[src/source/obj_pkg.sv]
// shared widths, scanner states and screen constants for the object line engine; import with obj_pkg::*
package obj_pkg;

    // object table
    typedef logic [9:0]  table_addr_t;  // entry index, 1024 entries
    typedef logic [15:0] table_word_t;  // x, y, code or attr

    // screen geometry
    typedef logic [8:0]  hpos_t;        // pixel column, also the render line
    typedef logic [3:0]  tile_sub_t;    // n, m or vsub inside a tile

    // pixel fields
    typedef logic [2:0]  prio_t;        // x[15:13]
    typedef logic [11:0] pxl_t;         // {prio, palette, colour}

    // table walker states
    typedef enum logic [2:0] {
        idle,       // waiting for a start edge
        fetch,      // table read in flight, then end marker check
        match,      // matcher result ready
        wait_idle,  // hold until the drawer is free
        issue,      // draw strobe is out
        advance     // step to the next entry
    } scan_st_t;

    // visible width, columns at or past this are dropped
    localparam hpos_t screen_w = 9'd384;

endpackage

[src/source/obj_tile_match.sv]
// line coverage test for one table entry; results come out one cycle after the inputs
module obj_tile_match import obj_pkg::*; (
    input  logic        clk,
    // current table entry
    input  table_word_t tbl_code,
    input  table_word_t tbl_y,
    input  table_word_t tbl_attr,
    // from the scanner
    input  tile_sub_t   n,          // horizontal tile index
    input  hpos_t       vrenderf,   // render line, flip applied
    // results
    output logic        inzone,
    output tile_sub_t   vsub,
    output table_word_t code_mn
);

    hpos_t     row;     // line offset inside the object, mod 512
    hpos_t     span;    // object height in lines
    tile_sub_t tile_m;
    tile_sub_t m;       // tile row after vflip
    logic      vflip;

    assign tile_m = tbl_attr[15:12];
    assign vflip  = tbl_attr[6];

    // wraps at 512, so objects across the bottom edge still match
    assign row  = vrenderf - tbl_y[8:0];
    assign span = {1'b0, tile_m, 4'd0} + 9'd16;   // 16 * (tile_m + 1), up to 256

    // row[8] is clear whenever the object covers the line
    assign m = vflip ? tile_m - row[7:4] : row[7:4];

    always_ff @(posedge clk) begin
        inzone  <= row < span;
        vsub    <= row[3:0] ^ {4{vflip}};  // mirrored line inside the tile
        // code steps by 1 per column and 16 per row
        code_mn <= tbl_code + {12'd0, n} + {8'd0, m, 4'd0};
    end

endmodule

[config.mk]
export PLATFORM = sky130hd
export DESIGN_NAME = obj_tile_match
export DESIGN_NICKNAME = d
export VERILOG_FILES = /design/src/source/obj_pkg.sv /design/src/source/obj_tile_match.sv
export SDC_FILE = /design/constraint.sdc
export NUM_CORES = 1
export LEC_CHECK = 0
export BUFFER_PORTS_ARGS = -buffer_cell sky130_fd_sc_hd__buf_2
export CORE_UTILIZATION = 50
export CTS_BUF_LIST = sky130_fd_sc_hd__clkbuf_8
export CTS_CLUSTER_SIZE = 16
export DETAILED_ROUTE_END_ITERATION = 16
export MAX_ROUTING_LAYER = met4
export PLACE_DENSITY_LB_ADDON = 0.15
export REMOVE_ABC_BUFFERS = 1
export SYNTH_ARGS = -nofsm -noshare
export SYNTH_HDL_FRONTEND = slang
export SYNTH_SLANG_ARGS = --single-unit
[constraint.sdc]
create_clock -name clk -period 7.3 [get_ports clk]
set_clock_uncertainty 0.2 [all_clocks]
set_input_delay 1.095 -clock clk [delete_from_list [all_inputs] [get_ports clk]]
set_output_delay 1.095 -clock clk [all_outputs]
set_load 0.01 [all_outputs]
==> results of run 1 <==
## metal layers
layer	vias up	share of wire, %	track usage [%]
li1	717	-	-
met1	583	47	23.31
met2	40	47	32.18
met3	5	5.2	2.637
met4	0	1.0	5.102
met5	-	0	-
## cell usage in the layout (no fill, tap or decap), types with 2 or more instances in the layout
master | netlist | final
sky130_fd_sc_hd__nor2b_1 | 3 | 3
sky130_fd_sc_hd__a21oi_1 | 8 | 8
sky130_fd_sc_hd__a211oi_1 | 3 | 3
sky130_fd_sc_hd__nor3b_1 | 2 | 2
sky130_fd_sc_hd__clkbuf_8 | 0 | 3
sky130_fd_sc_hd__nor2_1 | 9 | 9
sky130_fd_sc_hd__a21boi_0 | 2 | 2
sky130_fd_sc_hd__ha_1 | 24 | 24
sky130_fd_sc_hd__nand3_1 | 2 | 2
sky130_fd_sc_hd__a31oi_1 | 2 | 2
sky130_fd_sc_hd__nand2b_1 | 4 | 4
sky130_fd_sc_hd__inv_1 | 22 | 22
sky130_fd_sc_hd__xor2_1 | 12 | 12
sky130_fd_sc_hd__o22ai_1 | 2 | 2
sky130_fd_sc_hd__fa_1 | 3 | 3
sky130_fd_sc_hd__mux2i_1 | 3 | 3
sky130_fd_sc_hd__xnor2_1 | 16 | 16
sky130_fd_sc_hd__a21o_1 | 4 | 4
sky130_fd_sc_hd__buf_2 | 0 | 64
sky130_fd_sc_hd__nor3_1 | 4 | 4
sky130_fd_sc_hd__o21ai_0 | 5 | 5
sky130_fd_sc_hd__nand2_1 | 8 | 8
sky130_fd_sc_hd__dfxtp_1 | 21 | 21
sky130_fd_sc_hd__o21a_1 | 2 | 2
## through the flow
stage	power, µW	instances	area [µm²]	hold WS [ps]
2_1_floorplan	302.9	172	1582	987.7
3_3_place_gp	363.2	280	1957	1091
3_5_place_dp	368.3	280	1957	1090
4_1_cts	451.3	284	2006	800.9
5_1_grt	483.1	284	2006	807.8
6_report	444.6	284	2006	806.7
## final cells by class
cell class / instances / area, µm² / area share (%)
Multi-Input combinational cell: 129 / 1079 / 53.77
Tap cell: 44 / 55.05 / 2.745
Clock inverter: 1 / 7.507 / 0.3743
Clock buffer: 3 / 41.29 / 2.059
Sequential cell: 21 / 420.4 / 20.96
Timing Repair Buffer: 64 / 320.3 / 15.97
Inverter: 22 / 82.58 / 4.117
## sequential cells by signal, summed over array words and instances (netlist names)
signal	count
code_mn	16
inzone	1
vsub	4
## worst max-delay path by stage
stage | start | end | slack [ps] | cells past startpoint
final | vrenderf[0] | code_mn[15] | 2300 | 21
after global routing | vrenderf[0] | code_mn[15] | 1950 | 21
after CTS | vrenderf[0] | code_mn[13] | 2260 | 21
after detailed placement | vrenderf[0] | code_mn[15] | 1980 | 21
after global placement | vrenderf[0] | code_mn[15] | 2010 | 21
after floorplan | vrenderf[0] | code_mn[15] | 2540 | 20
## kinds of logic (layout without fill, tap and decap cells)
kind of cell    count (synthesis)  count (layout)  synth area share, %
buf+inv                        23              90                5.446
fa+ha+maj                      28              28                23.44
xor+xnor                       28              28                15.47
mux                             3               3                1.894
flops                          21              21                26.52
compound gates                 35              35                16.42
simple gates                   35              35                10.81
## power by group through the flow
| stage | sequential (µW) | combinational [µW] | clock [µW] |
|---|---|---|---|
| finish | 150 | 213 | 80.9 |
| global route | 154 | 240 | 89.0 |
| CTS | 151 | 216 | 84.2 |
| detailed placement | 154 | 215 | 0 |
| global placement | 152 | 211 | 0 |
| floorplan | 170 | 133 | 0 |
==> flow_summary.ini, run 1 <==
[clocking]
cts_resized = 0
post_cts_setup_buffers = 0
cts-buffers-inserted = 3
cts.path.max_buffers = 2
ctsRootBufferMaster = sky130_fd_sc_hd__clkbuf_8
worst_setup_hold_path_clk_slew_ps = 80
tritoncts = built
cts_htree_levels = 1
cts.sink_count = 21
post_cts_hold_buffer_count = 0

[placed_design]
gp_routability_congestion = 0.7859
dp_slack_ps = 1979
place.detailed.hpwl_um = 2362
numPortBuffers = 64

[sta]
fin_setup_tns_ps = 0
timing.final.ws_setup_ps = 2301
rsz0062_at_grt = no
period_minus_slack_ps = 4999
max_clock_freq_ghz = 0.2000
final-setup-viol-count = 0
total_count_of_max_transition_violations_in_the_final_report = 0
max-slew-margin-rel_pct = 73.04
timing_hold_violations_final = 0
worst_pin_slew_ps = 400.9
timing.final.crit_share_pct = 68.48

[logic_synthesis]
ys_top_cells_by_area = sky130_fd_sc_hd__dfxtp_1, sky130_fd_sc_hd__ha_1, sky130_fd_sc_hd__xnor2_1
post_synth_inst_count = 173
avgSynthCellArea_um2 = 9.163
synth-edff-count = 0
synth.cells.most_frequent = sky130_fd_sc_hd__ha_1, sky130_fd_sc_hd__inv_1, sky130_fd_sc_hd__dfxtp_1
number_of_warnings_reported_in_the_yosys_synthesis_log = 0
asyncSetResetFlopFracSynth_pct = 0
synth_seq_cells = 21
yosysMostFrequentCell = sky130_fd_sc_hd__ha_1
synth.top_cell.area_share_pct = 26.52
synthDominantAreaCellType = sky130_fd_sc_hd__dfxtp_1
synth.yosys.seq_area_share_pct = 26.52
ys_dominant_reg_cell = sky130_fd_sc_hd__dfxtp_1
synth.distinct_cells = 34
syn-cell-area_um2 = 1585

[detailed_routing]
dr_total_vias = 1345
route.detailed.drc = 0
wl_um = 2771
routed_wire_length_per_instance_um = 9.757
routed_via_density = 4.736
drt_pass1_iterations = 4
drt_iter0_markers = 12
ant_nets = 0

[grt]
global_route.overflow_total = 0
grt_pass1_vias = 1193
grt_usage_pct = 18.82
grt_pass1_wl_um = 4836
antenna_found_initial = 0
grt_max_degree = 14

[layout]
core_occupancy_in_the_finished_layout_pct = 66.24
antenna-diode-count = 0
area_delta_synth_final_pct = 26.52
layout-drive-gt1-share_pct = 31.67
fillCellCount = 281
design.final.nets = 330

[worst_hold_path]
hp-start = tbl_code[15]
hold_wc_path_type = input pin to register
worst_hold_path_stage_count = 2
min_to = code_mn[15]

[worst_setup_path]
crit_buf_inv = 4
crit_path_leading_delay_family = adder cells
crit_slowest_cell = sky130_fd_sc_hd__fa_1
worst_ep_arrival_time_ps = 4950
worst-setup-path-type = input pin to register
critical_path.cell_chain = buf_2, inv_1, ha_1, inv_1, fa_1, a21o_2, a21oi_1, xor2_1, inv_1, ha_1, fa_1, xor2_1, nand2_1, xnor2_1, ha_1, a21o_1, nor3_1, o21ai_0, a31oi_1, nor3b_1, xor2_1
crit_path_end_kind = register
maximum_fanout_along_the_worst_path = 4
slowest_delay_ps = 420
cp_data_required_time_ps = 7250
worst_setup_path_start_kind = input pin

[power]
power.share.combinational_pct = 48.0
power_report.internal_total_uw = 282.9
seq_power_share_pct = 33.8
pwr-share-clk_pct = 18.2
netSwitchingFraction_pct = 36.38
leakage_uw = 0.001036
net_switching_power_uw = 161.8
power_per_cell_area_nw_per_um2 = 221.7
worst_ir_drop_on_vdd_v = 0.0001381

[floorplan]
die-height_um = 58.31
rows = 20
core_area_um2 = 3028
fp.dieArea_um2 = 3399
die-width_um = 58.31
initial_utilization_pct = 52.36
num_io_pins = 83

[run_status]
result_of_the_run = finished, final reports clean

[job]
cap_violations = 0
No activity file was read; power rests on OpenSTA's default activity.
==> run 2, diff against run 1 <==
--- a/config.mk
+++ b/config.mk
@@ -6,7 +6,7 @@
 export NUM_CORES = 1
 export LEC_CHECK = 0
 export BUFFER_PORTS_ARGS = -buffer_cell sky130_fd_sc_hd__buf_2
-export CORE_UTILIZATION = 50
+export CORE_UTILIZATION = 42
 export CTS_BUF_LIST = sky130_fd_sc_hd__clkbuf_8
 export CTS_CLUSTER_SIZE = 16
 export DETAILED_ROUTE_END_ITERATION = 16
==> constraint.sdc (replaced) <==
create_clock -name clk -period 4.4 [get_ports clk]
set_clock_uncertainty 0.2 [all_clocks]
set_input_delay 0.66 -clock clk [delete_from_list [all_inputs] [get_ports clk]]
set_output_delay 0.66 -clock clk [all_outputs]
set_load 0.01 [all_outputs]
==> run 2 against run 1 <==
Sequential share of layout area is 1.6 points lower. Worst setup slack got worse by 2100 ps. Clock power is 53% higher. Non-clock buffer count rose by 14. Die area rose by 18%. Routed wire length increased by 4.6%. Final area rose by 8.4%. Largest power group unchanged. Final cell count rose by 5.6%. Clock-buffer cell count is the same. Utilization down 3.6 points. Flip-flop and latch count stayed put.
==> flow_summary.ini, run 2 (synthesized netlist as in run 1, its figures left out) <==
[detailed_routing]
route.detailed.drc = 0
drt_iter0_markers = 41
detailroute.wirelength.met3_um = 107
drt_pass1_iterations = 3
met1Wirelength_um = 1272
routed_wire_length_per_instance_um = 9.663
routed_via_density = 4.577
dr_total_vias = 1373
met2WireLength_um = 1463
wl_um = 2899
top_layer = met4
ant_nets = 0

[grt]
grt_max_degree = 13
antenna_found_initial = 0
grt_pass1_vias = 1215
grt_pass1_wl_um = 4554
global_route.overflow_total = 0
grt_usage_pct = 14.25

[clocking]
post_cts_hold_buffer_count = 0
tritoncts = built
worst_setup_hold_path_clk_slew_ps = 80
cts-buffers-inserted = 3
cts.sink_count = 21
cts.path.max_buffers = 2
cts_htree_levels = 1
ctsRootBufferMaster = sky130_fd_sc_hd__clkbuf_8

[placed_design]
place.detailed.hpwl_um = 2419
numPortBuffers = 64
placedCellCount = 294
gp_routability_congestion = 0.7754
dp_slack_ps = -244.5

[layout]
leading_cell_types_in_the_layout_fill_and_taps_excluded = sky130_fd_sc_hd__buf_2, sky130_fd_sc_hd__ha_1, sky130_fd_sc_hd__dfxtp_1, sky130_fd_sc_hd__inv_1, sky130_fd_sc_hd__xnor2_1
max_ffs_per_register = 16
antenna-diode-count = 0
area_delta_synth_final_pct = 37.10
multi_input_comb_area_um2 = 1132
finish.cell_count_without_fillers = 300
layout-drive-gt1-share_pct = 40.16
ff_latch_area_um2 = 420.4
final_common_cell = sky130_fd_sc_hd__buf_2
design.final.nets = 344
biggestRegsByFlops = code_mn x16, vsub x4, inzone x1
fillCellCount = 326
max_flop_register = code_mn

[floorplan]
rows = 21
core_area_um2 = 3468
die-height_um = 63.44
num_io_pins = 83
fp.dieArea_um2 = 4024
die-width_um = 63.44
initial_utilization_pct = 45.71

[worst_setup_path]
maximum_fanout_along_the_worst_path = 4
worst_setup_path_start_kind = input pin
crit_path_end_kind = register
cp_data_required_time_ps = 4350
worst_ep_arrival_time_ps = 4170
worst-setup-path-type = input pin to register

[sta]
total_count_of_max_transition_violations_in_the_final_report = 0
worst_pin_slew_ps = 388.9
max_clock_freq_ghz = 0.2368
worst_hold_slack_after_final_layout_ps = 381.1
max-slew-margin-rel_pct = 73.84
timing_hold_violations_final = 0
period_minus_slack_ps = 4223
final-setup-viol-count = 0
fin_setup_tns_ps = 0
timing.final.ws_setup_ps = 177.4
timing.final.crit_share_pct = 95.97
rsz0062_at_grt = yes

[power]
worst_ir_drop_on_vdd_v = 0.0001441
power.total_uw = 780.9
leakage_uw = 0.001123
power_per_cell_area_nw_per_um2 = 359.3

[worst_hold_path]
worst_hold_path_stage_count = 2
hold_wc_path_type = input pin to register

[run_status]
result_of_the_run = finished, final reports clean

[job]
cap_violations = 0
-- run 2: cell types whose count changed in the layout (fill, tap and decap cells not counted), sizes merged --
cell | previous run | this run
clkinv | 0 | 1
clkinvlp | 1 | 0
buf | 64 | 78
-- run 2: final timing paths --
kind | startpoint | endpoint | slack (ps)
min | tbl_code[15] | code_mn[15] | 380
max | vrenderf[0] | code_mn[15] | 180
-- run 2: final cells by class --
type / count / share of cell area, %
multi-input cells: 129 / 52.10
repair buffers: 78 / 19.86
flip-flops and latches: 21 / 19.34
inverters: 22 / 3.915
well taps: 46 / 2.648
clock buffers: 3 / 1.900
clock inverters: 1 / 0.2303
-- run 2: metrics by stage --
stage,utilization [%],instance area (µm²)
finish,62.66,2173
global route,62.66,2173
CTS,60.43,2096
detailed placement,59.09,2049
global placement,59.09,2049
floorplan,-,1582
-- run 2: routing by layer --
metal | vias up | global-route usage [%]
met5 | - | -
met4 | 0 | 5.682
met3 | 6 | 1.268
met2 | 38 | 25.93
met1 | 581 | 15.80
li1 | 748 | -
-- run 2: where the power goes --
part | leakage (µW) | internal [µW] | switching, µW | total [µW]
sequential | 0.000177 | 239 | 8.63 | 248
clock | 0.0000255 | 63.0 | 61.3 | 124
combinational | 0.000921 | 207 | 202 | 409
-- run 2: repair_timing --
item                       CTS  global route
setup endpoints to repair    0             8
resized for setup            0            17
buffers inserted             0             2
-- run 2: critical path: stages --
cell and delay [ps]:
sky130_fd_sc_hd__buf_6 100, sky130_fd_sc_hd__inv_4 50, sky130_fd_sc_hd__ha_4 130, sky130_fd_sc_hd__inv_2 40
sky130_fd_sc_hd__fa_2 350, sky130_fd_sc_hd__a21o_2 200, sky130_fd_sc_hd__a21oi_2 120, sky130_fd_sc_hd__xor2_1 190
sky130_fd_sc_hd__inv_1 70, sky130_fd_sc_hd__ha_2 180, sky130_fd_sc_hd__fa_2 330, sky130_fd_sc_hd__xor2_1 130
sky130_fd_sc_hd__nand2_1 100, sky130_fd_sc_hd__xnor2_2 160, sky130_fd_sc_hd__ha_1 300, sky130_fd_sc_hd__a21o_1 220
sky130_fd_sc_hd__nor3_2 210, sky130_fd_sc_hd__o21ai_1 110, sky130_fd_sc_hd__a31oi_1 150, sky130_fd_sc_hd__buf_4 160
sky130_fd_sc_hd__nor3b_2 50, sky130_fd_sc_hd__xor2_1 130
==> run 3, diff against run 2 <==
--- a/config.mk
+++ b/config.mk
@@ -5,13 +5,14 @@
 export SDC_FILE = /design/constraint.sdc
 export NUM_CORES = 1
 export LEC_CHECK = 0
+export ABC_AREA = 1
 export BUFFER_PORTS_ARGS = -buffer_cell sky130_fd_sc_hd__buf_2
-export CORE_UTILIZATION = 42
+export CORE_UTILIZATION = 43
 export CTS_BUF_LIST = sky130_fd_sc_hd__clkbuf_8
 export CTS_CLUSTER_SIZE = 16
 export DETAILED_ROUTE_END_ITERATION = 16
 export MAX_ROUTING_LAYER = met4
-export PLACE_DENSITY_LB_ADDON = 0.15
+export PLACE_DENSITY = 0.83
 export REMOVE_ABC_BUFFERS = 1
 export SYNTH_ARGS = -nofsm -noshare
 export SYNTH_HDL_FRONTEND = slang
==> run 3 against run 2 <==
Non-clock buffer count is 12 lower. Combinational power shrank 15%. First-iteration DRC count is 51% higher. Area after synthesis increased by 6.8%. Via count grew 15%. Final area down 2.0%. Clock power down 5%. Hold slack gained 16 ps. Global-route usage up 2.7 points. Critical endpoint is now code_mn[13]. Largest power group unchanged. Highest routed layer unchanged.
==> flow_summary.ini, run 3 <==
[layout]
max_flop_register = code_mn
final_common_cell = sky130_fd_sc_hd__buf_2
ff_latch_area_um2 = 420.4
leading_cell_types_in_the_layout_fill_and_taps_excluded = sky130_fd_sc_hd__buf_2, sky130_fd_sc_hd__nand2_1, sky130_fd_sc_hd__inv_1, sky130_fd_sc_hd__ha_1, sky130_fd_sc_hd__dfxtp_1
biggestRegsByFlops = code_mn x16, vsub x4, inzone x1
area_delta_synth_final_pct = 25.79
max_ffs_per_register = 16
fillCellCount = 340
antenna-diode-count = 0
multi_input_comb_area_um2 = 1141
design.final.nets = 374
finish.cell_count_without_fillers = 332
layout-drive-gt1-share_pct = 28.87

[detailed_routing]
drt_pass1_iterations = 4
routed_via_density = 4.753
routed_wire_length_per_instance_um = 9.642
wl_um = 3201
drt_iter0_markers = 62
route.detailed.drc = 0
dr_total_vias = 1578
ant_nets = 0

[worst_setup_path]
worst_setup_path_startpoint = vrenderf[0]
worst_setup_path_start_kind = input pin
worst_ep_arrival_time_ps = 3990
crit_path_end_kind = register
maximum_fanout_along_the_worst_path = 3
destination_of_the_critical_timing_path = code_mn[13]
worst-setup-path-type = input pin to register
cp_data_required_time_ps = 4350

[sta]
worst_hold_slack_after_final_layout_ps = 397.5
timing_hold_violations_final = 0
fin_setup_tns_ps = 0
rsz0062_at_grt = no
max-slew-margin-rel_pct = 81.52
period_minus_slack_ps = 4036
timing.final.crit_share_pct = 91.72
final-setup-viol-count = 0
total_count_of_max_transition_violations_in_the_final_report = 0
worst_pin_slew_ps = 275.3
max_clock_freq_ghz = 0.2478

[logic_synthesis]
yosysMostFrequentCell = sky130_fd_sc_hd__nand2_1
post_synth_inst_count = 215
synth.yosys.seq_area_share_pct = 24.83
ys_dominant_reg_cell = sky130_fd_sc_hd__dfxtp_1
synth.distinct_cells = 31
asyncSetResetFlopFracSynth_pct = 0
number_of_warnings_reported_in_the_yosys_synthesis_log = 0
synth_seq_cells = 21
synth.top_cell.area_share_pct = 24.83
synth-edff-count = 0
syn-cell-area_um2 = 1693
synth.cells.most_frequent = sky130_fd_sc_hd__nand2_1, sky130_fd_sc_hd__inv_1, sky130_fd_sc_hd__ha_1
ys_top_cells_by_area = sky130_fd_sc_hd__dfxtp_1, sky130_fd_sc_hd__ha_1, sky130_fd_sc_hd__nand2_1
avgSynthCellArea_um2 = 7.874
synthDominantAreaCellType = sky130_fd_sc_hd__dfxtp_1

[floorplan]
fp.dieArea_um2 = 4192
rows = 22
die-height_um = 64.75
die-width_um = 64.75
core_area_um2 = 3716
initial_utilization_pct = 45.56
num_io_pins = 83

[power]
worst_ir_drop_on_vdd_v = 0.0001220
pwr-share-clk_pct = 16.6
netSwitchingFraction_pct = 36.29
leakage_uw = 0.001177
power_per_cell_area_nw_per_um2 = 333.3
net_switching_power_uw = 257.6
power.share.combinational_pct = 48.8
power_report.internal_total_uw = 452.3
seq_power_share_pct = 34.6

[run_status]
result_of_the_run = finished, final reports clean

[grt]
grt_pass1_wl_um = 5589
grt_max_degree = 12
global_route.overflow_total = 0
antenna_found_initial = 0
grt_usage_pct = 16.97
grt_pass1_vias = 1406

[clocking]
cts.sink_count = 21
post_cts_setup_buffers = 0
cts-buffers-inserted = 3
ctsRootBufferMaster = sky130_fd_sc_hd__clkbuf_8
cts.path.max_buffers = 2
post_cts_hold_buffer_count = 0
tritoncts = built
cts_resized = 0
cts_htree_levels = 1
worst_setup_hold_path_clk_slew_ps = 70

[placed_design]
place.detailed.hpwl_um = 2765
numPortBuffers = 64
placedCellCount = 328
gp_routability_congestion = 0.8855

[job]
cap_violations = 0

[worst_hold_path]
hold_wc_path_type = input pin to register
## run 3: cell count changes in the layout (fill, tap and decap cells not counted), moves of 4 or more
cell                      previous run  this run
sky130_fd_sc_hd__nand4_1             1         5
sky130_fd_sc_hd__nand2_1             8        41
sky130_fd_sc_hd__nand3_1             2        10
sky130_fd_sc_hd__xnor2_1            15        10
sky130_fd_sc_hd__inv_1              20        35
sky130_fd_sc_hd__buf_4              14         2
sky130_fd_sc_hd__a21oi_1             7        14
## run 3: power by group through the flow
stage	clock, µW	combinational, µW	sequential [µW]
final	118	346	246
after global routing	127	394	250
after CTS	121	348	247
after detailed placement	0	344	251
after global placement	0	334	250
after floorplan	0	208	280
## run 3: worst min-delay path by stage
stage / start / to / slack, ps / cells after the start
2_1_floorplan: tbl_attr[6] / vsub[1] / 550 / 1
3_3_place_gp: tbl_code[15] / code_mn[15] / 660 / 2
3_5_place_dp: tbl_code[15] / code_mn[15] / 660 / 2
4_1_cts: tbl_code[15] / code_mn[15] / 400 / 2
5_1_grt: tbl_code[15] / code_mn[15] / 410 / 2
6_report: tbl_code[15] / code_mn[15] / 400 / 2
## run 3: kinds of logic after synthesis
family / after synthesis / share of synthesized area, %
DFF: 21 / 24.83
xor gates and xnor gates: 25 / 12.93
adders and majority gates: 27 / 21.29
buffers and inverters: 35 / 7.760
AOI/OAI and AO/OA: 28 / 10.57
and+or+nand+nor: 79 / 22.62
## run 3: critical path, stage by stage
cell	delay (ps)
sky130_fd_sc_hd__buf_2	90
sky130_fd_sc_hd__inv_1	40
sky130_fd_sc_hd__ha_1	140
sky130_fd_sc_hd__inv_1	60
sky130_fd_sc_hd__fa_1	380
sky130_fd_sc_hd__a31o_2	220
sky130_fd_sc_hd__xor2_1	170
sky130_fd_sc_hd__ha_1	220
sky130_fd_sc_hd__fa_1	390
sky130_fd_sc_hd__a21oi_1	140
sky130_fd_sc_hd__o21ai_0	110
sky130_fd_sc_hd__xor2_1	190
sky130_fd_sc_hd__ha_1	340
sky130_fd_sc_hd__nand2_1	90
sky130_fd_sc_hd__o21ai_1	200
sky130_fd_sc_hd__nand2b_2	170
sky130_fd_sc_hd__nand2_2	70
sky130_fd_sc_hd__a21oi_4	160
sky130_fd_sc_hd__nand2_1	70
sky130_fd_sc_hd__nand2_1	50
sky130_fd_sc_hd__nand2_1	40
## run 3: per-stage QoR
stage	utilization [%]	setup slack, ps	instance area (µm²)	power (µW)
6_report	57.31	364.4	2130	709.9
5_1_grt	57.31	82.38	2130	769.7
4_1_cts	57.31	364.1	2130	715.0
3_5_place_dp	56.09	103.1	2085	594.7
3_3_place_gp	56.09	161.0	2085	584.1
2_1_floorplan	-	431.2	1689	487.9
## run 3: final cells by class
| cell class | instances | share of cell area, % |
|---|---|---|
| multi-input combinational | 159 | 53.58 |
| tap | 48 | 2.820 |
| inverter | 34 | 5.993 |
| sequential | 21 | 19.74 |
| clock inverter | 1 | 0.1763 |
| timing repair buffer | 66 | 15.75 |
| clock buffer | 3 | 1.939 |
## run 3: routing by layer
metal | track usage [%] | vias up | wire length [µm]
met4 | 5.278 | 0 | 38
li1 | - | 833 | -
met1 | 18.78 | 676 | 1348
met2 | 31.51 | 65 | 1592
met3 | 1.761 | 4 | 222
met5 | - | - | 0
